==> config.mk <==
export PLATFORM = sky130hd
export DESIGN_NAME = retire_core
export DESIGN_NICKNAME = d
export VERILOG_FILES = /design/src/exec_config_pkg.sv /design/src/uop_pkg.sv /design/src/uop_intake.sv /design/src/alu_pipe.sv /design/src/mul_pipe.sv /design/src/reorder_buffer.sv /design/src/retire_core.sv
export SDC_FILE = /design/constraint.sdc
export NUM_CORES = 2
export LEC_CHECK = 0
export ABC_AREA = 1
export BUFFER_PORTS_ARGS = -buffer_cell sky130_fd_sc_hd__buf_2
export CORE_ASPECT_RATIO = 0.75
export CORE_UTILIZATION = 58
export DETAILED_ROUTE_END_ITERATION = 6
export MAX_ROUTING_LAYER = met4
export PLACE_DENSITY_LB_ADDON = 0.2
export SYNTH_ARGS = -nofsm -noshare
export SYNTH_HDL_FRONTEND = slang
export SYNTH_SLANG_ARGS = --single-unit
==> constraint.sdc <==
create_clock -name clock -period 6.01 [get_ports clock]
set_clock_uncertainty 0.15 [all_clocks]
set_input_delay 0.3005 -clock clock [delete_from_list [all_inputs] [get_ports clock]]
set_output_delay 0.3005 -clock clock [all_outputs]
set_load 0.05 [all_outputs]
==> src/exec_config_pkg.sv <==
/*
  Execution core sizing
  Default depths for the reorder buffer and the multiply pipe,
  picked up by the top level as its parameter defaults
*/
package exec_config_pkg;

  // Reorder buffer slots, also the sender's starting credit count
  localparam int ROB_DEPTH_DEFAULT = 8;

  // Number of multiply stages
  localparam int MUL_LATENCY_DEFAULT = 3;

endpackage

==> src/uop_pkg.sv <==
/*
  Micro-op definitions
  Operand width, sender sequence id and the opcode set shared by
  the intake stage, both pipes and the reorder buffer
*/
package uop_pkg;

  // Operand and result word
  typedef logic [31:0] data_t;

  // Sequence id attached by the sender, returned unchanged at retire
  typedef logic [7:0] uop_id_t;

  typedef enum logic [2:0] {
    OP_ADD    = 3'd0,
    OP_SUB    = 3'd1,
    OP_XOR    = 3'd2,
    OP_MUL    = 3'd3,
    OP_STORE  = 3'd4,
    OP_BRANCH = 3'd5
  } op_kind_t;

endpackage

==> src/uop_intake.sv <==
/*
  Micro-op intake stage
  Takes one credit-covered micro-op per cycle, grabs a reorder buffer
  slot for it and issues it to the ALU or multiply pipe a cycle later
*/
`timescale 1ns/1ns

module uop_intake import uop_pkg::*; #(
  parameter int ROB_DEPTH = 8
) (
  input  logic                         clock,
  input  logic                         reset,
  input  logic                         in_valid,
  input  uop_id_t                      in_id,
  input  op_kind_t                     in_op,
  input  data_t                        in_src_a,
  input  data_t                        in_src_b,
  input  logic                         in_predict_taken,
  input  logic [$clog2(ROB_DEPTH)-1:0] alloc_tag,
  input  logic                         recover,
  output logic                         alloc,
  output uop_id_t                      alloc_id,
  output op_kind_t                     alloc_op,
  output logic                         alu_start,
  output logic                         mul_start,
  output logic [$clog2(ROB_DEPTH)-1:0] issue_tag,
  output op_kind_t                     issue_op,
  output data_t                        issue_src_a,
  output data_t                        issue_src_b,
  output logic                         issue_predict_taken
);

  logic accept;
  logic valid_q;

  // A micro-op arriving with recover is younger than the branch and is dropped
  assign accept   = in_valid && !recover;
  assign alloc    = accept;
  assign alloc_id = in_id;
  assign alloc_op = in_op;

  always_ff @(posedge clock) begin
    if (reset || recover) begin
      valid_q <= 1'b0;
    end else begin
      valid_q <= accept;
    end
  end

  always_ff @(posedge clock) begin
    if (accept) begin
      issue_tag           <= alloc_tag;
      issue_op            <= in_op;
      issue_src_a         <= in_src_a;
      issue_src_b         <= in_src_b;
      issue_predict_taken <= in_predict_taken;
    end
  end

  // Steer by opcode, multiplies go to their own pipe
  assign mul_start = valid_q && (issue_op == OP_MUL);
  assign alu_start = valid_q && (issue_op != OP_MUL);

endmodule

==> src/alu_pipe.sv <==
/*
  Single-cycle ALU pipe
  Add, sub, xor, store address generation and branch resolve,
  with the mispredict flag compared against the sender's prediction
*/
`timescale 1ns/1ns

module alu_pipe import uop_pkg::*; #(
  parameter int ROB_DEPTH = 8
) (
  input  logic                         clock,
  input  logic                         reset,
  input  logic                         recover,
  input  logic                         alu_start,
  input  logic [$clog2(ROB_DEPTH)-1:0] issue_tag,
  input  op_kind_t                     issue_op,
  input  data_t                        issue_src_a,
  input  data_t                        issue_src_b,
  input  logic                         issue_predict_taken,
  output logic                         alu_done,
  output logic [$clog2(ROB_DEPTH)-1:0] alu_done_tag,
  output data_t                        alu_done_result,
  output logic                         alu_mispredict
);

  data_t result_d;
  logic  branch_taken;

  assign branch_taken = (issue_src_a == issue_src_b);

  always_comb begin
    case (issue_op)
      OP_ADD:    result_d = issue_src_a + issue_src_b;
      OP_SUB:    result_d = issue_src_a - issue_src_b;
      OP_XOR:    result_d = issue_src_a ^ issue_src_b;
      OP_STORE:  result_d = issue_src_a + issue_src_b;   // base plus offset
      OP_BRANCH: result_d = data_t'(branch_taken);
      default:   result_d = '0;
    endcase
  end

  always_ff @(posedge clock) begin
    if (reset || recover) begin
      alu_done <= 1'b0;
    end else begin
      alu_done <= alu_start;
    end
  end

  always_ff @(posedge clock) begin
    if (alu_start) begin
      alu_done_tag    <= issue_tag;
      alu_done_result <= result_d;
      alu_mispredict  <= (issue_op == OP_BRANCH) && (branch_taken != issue_predict_taken);
    end
  end

endmodule

==> src/mul_pipe.sv <==
/*
  Pipelined multiplier
  Splits the second operand into MUL_LATENCY chunks and adds one
  partial product per stage, keeping the low 32 bits of the product
*/
`timescale 1ns/1ns

module mul_pipe import uop_pkg::*; #(
  parameter int ROB_DEPTH   = 8,
  parameter int MUL_LATENCY = 3
) (
  input  logic                         clock,
  input  logic                         reset,
  input  logic                         recover,
  input  logic                         mul_start,
  input  logic [$clog2(ROB_DEPTH)-1:0] issue_tag,
  input  data_t                        issue_src_a,
  input  data_t                        issue_src_b,
  output logic                         mul_done,
  output logic [$clog2(ROB_DEPTH)-1:0] mul_done_tag,
  output data_t                        mul_done_result
);

  localparam int TAG_W   = $clog2(ROB_DEPTH);
  localparam int CHUNK_W = (32 + MUL_LATENCY - 1) / MUL_LATENCY;
  localparam int B_W     = CHUNK_W * MUL_LATENCY;

  typedef logic [TAG_W-1:0] tag_t;
  typedef logic [B_W-1:0]   wide_b_t;

  logic    valid_q [MUL_LATENCY];
  tag_t    tag_q   [MUL_LATENCY];
  data_t   acc_q   [MUL_LATENCY];
  data_t   a_q     [MUL_LATENCY];
  wide_b_t b_q     [MUL_LATENCY];
  wide_b_t src_b_wide;

  // Partial product of a with chunk s of b, already shifted into place
  function automatic data_t partial(data_t a, wide_b_t b, int s);
    logic [CHUNK_W-1:0] chunk;
    chunk = b[s*CHUNK_W +: CHUNK_W];
    return (a * data_t'(chunk)) << (s * CHUNK_W);
  endfunction

  assign src_b_wide = wide_b_t'(issue_src_b);

  always_ff @(posedge clock) begin
    if (reset || recover) begin
      for (int s = 0; s < MUL_LATENCY; s++) begin
        valid_q[s] <= 1'b0;
      end
    end else begin
      valid_q[0] <= mul_start;
      for (int s = 1; s < MUL_LATENCY; s++) begin
        valid_q[s] <= valid_q[s-1];
      end
    end
  end

  always_ff @(posedge clock) begin
    tag_q[0] <= issue_tag;
    a_q[0]   <= issue_src_a;
    b_q[0]   <= src_b_wide;
    acc_q[0] <= partial(issue_src_a, src_b_wide, 0);
    for (int s = 1; s < MUL_LATENCY; s++) begin
      tag_q[s] <= tag_q[s-1];
      a_q[s]   <= a_q[s-1];
      b_q[s]   <= b_q[s-1];
      acc_q[s] <= acc_q[s-1] + partial(a_q[s-1], b_q[s-1], s);
    end
  end

  assign mul_done        = valid_q[MUL_LATENCY-1];
  assign mul_done_tag    = tag_q[MUL_LATENCY-1];
  assign mul_done_result = acc_q[MUL_LATENCY-1];

endmodule

==> src/reorder_buffer.sv <==
/*
  Reorder buffer
  Circular table of in-flight micro-ops, written out of order by both
  pipes and retired in order from the head, with recover on mispredict
*/
`timescale 1ns/1ns

module reorder_buffer import uop_pkg::*; #(
  parameter int ROB_DEPTH = 8
) (
  input  logic                         clock,
  input  logic                         reset,
  input  logic                         alloc,
  input  uop_id_t                      alloc_id,
  input  op_kind_t                     alloc_op,
  input  logic                         alu_done,
  input  logic [$clog2(ROB_DEPTH)-1:0] alu_done_tag,
  input  data_t                        alu_done_result,
  input  logic                         alu_mispredict,
  input  logic                         mul_done,
  input  logic [$clog2(ROB_DEPTH)-1:0] mul_done_tag,
  input  data_t                        mul_done_result,
  output logic [$clog2(ROB_DEPTH)-1:0] alloc_tag,
  output logic                         retire_valid,
  output uop_id_t                      retire_id,
  output data_t                        retire_result,
  output logic                         store_retire,
  output logic                         recover,
  output logic                         credit_return
);

  localparam int TAG_W = $clog2(ROB_DEPTH);

  typedef logic [TAG_W-1:0] tag_t;

  typedef enum logic [1:0] {
    ENTRY_EMPTY,
    ENTRY_ISSUED,
    ENTRY_DONE
  } entry_state_t;

  entry_state_t state_q      [ROB_DEPTH];
  uop_id_t      id_q         [ROB_DEPTH];
  logic         store_q      [ROB_DEPTH];
  data_t        result_q     [ROB_DEPTH];
  logic         mispredict_q [ROB_DEPTH];

  tag_t head_q;
  tag_t tail_q;
  logic head_done;

  // Wraps explicitly so a depth that is not a power of two still works
  function automatic tag_t next_slot(tag_t slot);
    return (slot == tag_t'(ROB_DEPTH - 1)) ? '0 : slot + 1'b1;
  endfunction

  assign head_done = (state_q[head_q] == ENTRY_DONE);

  assign alloc_tag     = tail_q;
  assign retire_valid  = head_done;
  assign retire_id     = id_q[head_q];
  assign retire_result = result_q[head_q];
  assign store_retire  = head_done && store_q[head_q];
  assign recover       = head_done && mispredict_q[head_q];
  assign credit_return = head_done;

  // Credits keep tail off a live head, so alloc and retire never hit one slot
  always_ff @(posedge clock) begin
    if (reset || recover) begin
      head_q <= '0;
      tail_q <= '0;
      for (int i = 0; i < ROB_DEPTH; i++) begin
        state_q[i] <= ENTRY_EMPTY;
      end
    end else begin
      if (alloc) begin
        state_q[tail_q] <= ENTRY_ISSUED;
        tail_q          <= next_slot(tail_q);
      end
      if (alu_done) begin
        state_q[alu_done_tag] <= ENTRY_DONE;
      end
      if (mul_done) begin
        state_q[mul_done_tag] <= ENTRY_DONE;
      end
      if (head_done) begin
        state_q[head_q] <= ENTRY_EMPTY;
        head_q          <= next_slot(head_q);
      end
    end
  end

  // Entry payload, only meaningful while the state says so
  always_ff @(posedge clock) begin
    if (alloc) begin
      id_q[tail_q]    <= alloc_id;
      store_q[tail_q] <= (alloc_op == OP_STORE);
    end
    if (alu_done) begin
      result_q[alu_done_tag]     <= alu_done_result;
      mispredict_q[alu_done_tag] <= alu_mispredict;
    end
    if (mul_done) begin
      result_q[mul_done_tag]     <= mul_done_result;
      mispredict_q[mul_done_tag] <= 1'b0;
    end
  end

endmodule

==> src/retire_core.sv <==
/*
  Out-of-order execute and retire core
  Intake stage feeding an ALU pipe and a multiply pipe, with the
  reorder buffer putting results back in order
*/
`timescale 1ns/1ns

module retire_core import exec_config_pkg::*; import uop_pkg::*; #(
  parameter int ROB_DEPTH   = ROB_DEPTH_DEFAULT,
  parameter int MUL_LATENCY = MUL_LATENCY_DEFAULT
) (
  input  logic     clock,
  input  logic     reset,
  input  logic     in_valid,
  input  uop_id_t  in_id,
  input  op_kind_t in_op,
  input  data_t    in_src_a,
  input  data_t    in_src_b,
  input  logic     in_predict_taken,
  output logic     credit_return,
  output logic     retire_valid,
  output uop_id_t  retire_id,
  output data_t    retire_result,
  output logic     store_retire,
  output logic     recover
);

  localparam int TAG_W = $clog2(ROB_DEPTH);

  // Intake to reorder buffer
  logic             alloc;
  uop_id_t          alloc_id;
  op_kind_t         alloc_op;
  logic [TAG_W-1:0] alloc_tag;

  // Intake to both pipes
  logic             alu_start;
  logic             mul_start;
  logic [TAG_W-1:0] issue_tag;
  op_kind_t         issue_op;
  data_t            issue_src_a;
  data_t            issue_src_b;
  logic             issue_predict_taken;

  // Completions
  logic             alu_done;
  logic [TAG_W-1:0] alu_done_tag;
  data_t            alu_done_result;
  logic             alu_mispredict;
  logic             mul_done;
  logic [TAG_W-1:0] mul_done_tag;
  data_t            mul_done_result;

  uop_intake #(.ROB_DEPTH(ROB_DEPTH)) intake0 (
    .clock               (clock),
    .reset               (reset),
    .in_valid            (in_valid),
    .in_id               (in_id),
    .in_op               (in_op),
    .in_src_a            (in_src_a),
    .in_src_b            (in_src_b),
    .in_predict_taken    (in_predict_taken),
    .alloc_tag           (alloc_tag),
    .recover             (recover),
    .alloc               (alloc),
    .alloc_id            (alloc_id),
    .alloc_op            (alloc_op),
    .alu_start           (alu_start),
    .mul_start           (mul_start),
    .issue_tag           (issue_tag),
    .issue_op            (issue_op),
    .issue_src_a         (issue_src_a),
    .issue_src_b         (issue_src_b),
    .issue_predict_taken (issue_predict_taken)
  );

  alu_pipe #(.ROB_DEPTH(ROB_DEPTH)) alu0 (
    .clock               (clock),
    .reset               (reset),
    .recover             (recover),
    .alu_start           (alu_start),
    .issue_tag           (issue_tag),
    .issue_op            (issue_op),
    .issue_src_a         (issue_src_a),
    .issue_src_b         (issue_src_b),
    .issue_predict_taken (issue_predict_taken),
    .alu_done            (alu_done),
    .alu_done_tag        (alu_done_tag),
    .alu_done_result     (alu_done_result),
    .alu_mispredict      (alu_mispredict)
  );

  mul_pipe #(.ROB_DEPTH(ROB_DEPTH), .MUL_LATENCY(MUL_LATENCY)) mul0 (
    .clock           (clock),
    .reset           (reset),
    .recover         (recover),
    .mul_start       (mul_start),
    .issue_tag       (issue_tag),
    .issue_src_a     (issue_src_a),
    .issue_src_b     (issue_src_b),
    .mul_done        (mul_done),
    .mul_done_tag    (mul_done_tag),
    .mul_done_result (mul_done_result)
  );

  reorder_buffer #(.ROB_DEPTH(ROB_DEPTH)) rob0 (
    .clock           (clock),
    .reset           (reset),
    .alloc           (alloc),
    .alloc_id        (alloc_id),
    .alloc_op        (alloc_op),
    .alu_done        (alu_done),
    .alu_done_tag    (alu_done_tag),
    .alu_done_result (alu_done_result),
    .alu_mispredict  (alu_mispredict),
    .mul_done        (mul_done),
    .mul_done_tag    (mul_done_tag),
    .mul_done_result (mul_done_result),
    .alloc_tag       (alloc_tag),
    .retire_valid    (retire_valid),
    .retire_id       (retire_id),
    .retire_result   (retire_result),
    .store_retire    (store_retire),
    .recover         (recover),
    .credit_return   (credit_return)
  );

endmodule

==> metrics.txt <==
Filler Cell Count 6291; Mapped Area 0.0452 sq mm; Sink Count 640; CP max FO 8; Final setup violation count 1; slowest stage delay, CP 0.53 ns; status complete, but fails checks; Mapped Avg Cell Area 8.51 sq um; dpl hpwl 98.6 mm; Hold Path Class reg -> reg; area leader, netlist edfxtp_1; Yosys reg bits 640; I/O pins 123; final instance area 0.0514 sq mm; crit path DAT 6.44 ns; initial drt markers 3836; First-pass DRT Iterations 7; CORE AREA 0.0771 sq mm; FMAX 166 MHz; Pint 15.5 mW; cells after synthesis 5314; largest net degree at the start of global routing 98; Yosys top cell area share 28.9%; max layer used met4; clock-pin slew on the worst setup and hold paths 0.07 ns; Finished Layout Cells 6611; Initial Util 58.7%; DRC Markers 1; setup TNS -0.0309 ns; htree depth 3; Reg area 0.0172 sq mm; total CTS buffers 67; Worst Path Required 6.41 ns; Post-DRT Antenna Nets 0; Final Util 66.7%; Setup CP Type reg -> reg; Wirelength per Cell 20.8 um; Placer Congestion 1.02; Most used DFF post-synth edfxtp_1; Tmin final 6.04 ns; Leak 22.7 nW; CTS tree yes; Seq/Total Area, Yosys 38.0%; Clock Latency Late Sink 0.66 ns; met2 routed WL 61.1 mm; Area after DPL 0.0478 sq mm; Clk network pwr share 15.3%; critical path's most frequent cell fa_1; Seq pwr share 20.9%; ant diodes 0; most common cell in the netlist nand2_1; slowest stage cell, crit path fa_1; Final Cycle Share 101%; area taken by multi-input logic gates 0.0243 sq mm; GRT Overall Usage 36.1%; CTS root buf clkbuf_16; Max-slew headroom 27.1%; vias in the first global route 36.4k; power density over cell area 552 mW/mm^2; synthesized net count 5965; PortBufs 122; synth warn 0; die area 0.0791 sq mm; Clock Path Buffers 3; grt total ovfl 0; Post-Route WL 138 mm; area delta synth->final 13.7%; met3 wire len 12.6 mm; Net Sw Power 12.9 mW; worst setup margin -0.0309 ns; largest cells by area after synthesis edfxtp_1 29%, fa_1 16%, nand2_1 9.9%; EDFF count, synth 435; RSZ-0062 raised after global routing true; Sw Share 45.4%; failing checks design-rule violations, negative setup slack; Peak supply drop 0.00108 V; max cap viols 0; first-pass GRT wire length 211 mm; Logic pwr share 63.8%; share of cells above drive strength 1 10.5%; crit start category register; Avg Vias per Cell 5.63; Die H 244 um; Die W 324 um; most frequent cells after synthesis 1198 x nand2_1, 822 x inv_1, 536 x o21ai_0; fin nets 6172; DP Cell Count 6399; Slew @ Worst Pin 1.09 ns; Final Hold Vio Count 0; std cell rows 88; Slew Limit Fails 0; fraction of registers with async set/reset 0%; Via Count 37.2k; initial antenna violation count 1; Netlist cell types 51; Critical Path End Type register; DRT met1 WL 58.5 mm
## cell type report
class                   count  area share, %
clock buffers              92           3.64
clock inverters            32          0.786
inverters                 826           6.04
multi-input cells        3569           47.3
flip-flops and latches    640           33.5
well taps                1035           2.52
repair buffers            417           6.22
## path summary, 6_finish.rpt
path              slack, ns               from  depth (start not counted)                 to
hold reg to reg        0.17  mul0.acc_q[0][40]                          0  mul0.acc_q[0][72]
setup reg to reg      -0.03     mul0.a_q[0][7]                         32  mul0.acc_q[0][63]
setup / recovery      -0.03     mul0.a_q[0][7]                         32  mul0.acc_q[0][63]
hold / removal         0.17  mul0.acc_q[0][40]                          0  mul0.acc_q[0][72]
## timing repair
item,4_1_cts,5_1_grt
hold buffers,79,0
setup buffers,0,9
resized for setup,33,85
hold endpoints to repair,144,0
setup endpoints to repair,6,10
pin swaps,3,42
## metrics by stage
step                worst slack, ns  power [mW]  hold WS (ns)
finish                      -0.0309        28.4         0.171
floorplan                    0.0119        15.9         0.160
detailed placement           -0.284        22.2         0.162
global placement             -0.175        22.2         0.161
global route                 -0.304        30.4         0.178
CTS                          0.0159        26.9         0.168
## layer usage
layer / GRT usage (%) / vias up
met1: 49.8 / 17847
li1: - / 17404
met4: 12.7 / 0
met3: 5.84 / 242
met2: 54.1 / 1718
met5: - / -
## cell families after synthesis
group / synth area share [%]
simple gates: 17.5
buf+inv: 9.41
xor+xnor: 2.03
flops: 38.0
fa+ha+maj: 21.9
compound gates: 11.2
## power by group through the flow
stage / clock [mW] / combinational [mW] / sequential [mW]
after floorplan: 0 / 10.4 / 5.56
after global placement: 0 / 16.2 / 5.99
after detailed placement: 0 / 16.2 / 6.00
after CTS: 4.38 / 16.6 / 5.91
after global routing: 4.55 / 19.9 / 5.97
final: 4.34 / 18.1 / 5.93
## cells in the final DEF (no fill, tap or decap), types with 23 or more instances in the layout
master and count:
nor2_1 456, buf_2 122, nor3_1 27, o21bai_1 23, o21ai_0 523, clkbuf_16 68, o22ai_1 42, dfxtp_1 185
nand2_1 1183, fa_1 357, a21oi_1 177, dlygate4sd3_1 79, o211ai_1 27, a31oi_1 53, xnor2_1 33, nand4_1 32
inv_1 811, ha_1 195, nand3_1 173, edfxtp_1 435, buf_4 197, xor2_1 70
## sequential cells by signal, indices dropped and copies added, names as in the netlist, 8 cells and up, named ones only
register              flops
alu0.alu_done_result     32
intake0.issue_src_a      32
intake0.issue_src_b      32
mul0.a_q                 31
mul0.acc_q               96
mul0.b_q                 31
mul0.tag_q                9
rob0.id_q                64
rob0.mispredict_q         8
rob0.result_q           256
rob0.state_q             16
rob0.store_q              8
## worst max-delay path: cells and delay by family, from the launching register on
| family | cells | cell delay [ns] |
|---|---|---|
| fa+ha+maj | 7 | 3.09 |
| simple gates | 14 | 1.19 |
| buf+inv | 7 | 0.47 |
| compound gates | 3 | 0.46 |
| flops | 1 | 0.41 |
| xor+xnor | 1 | 0.18 |
Note: power is estimated with default switching activity, not from simulation.
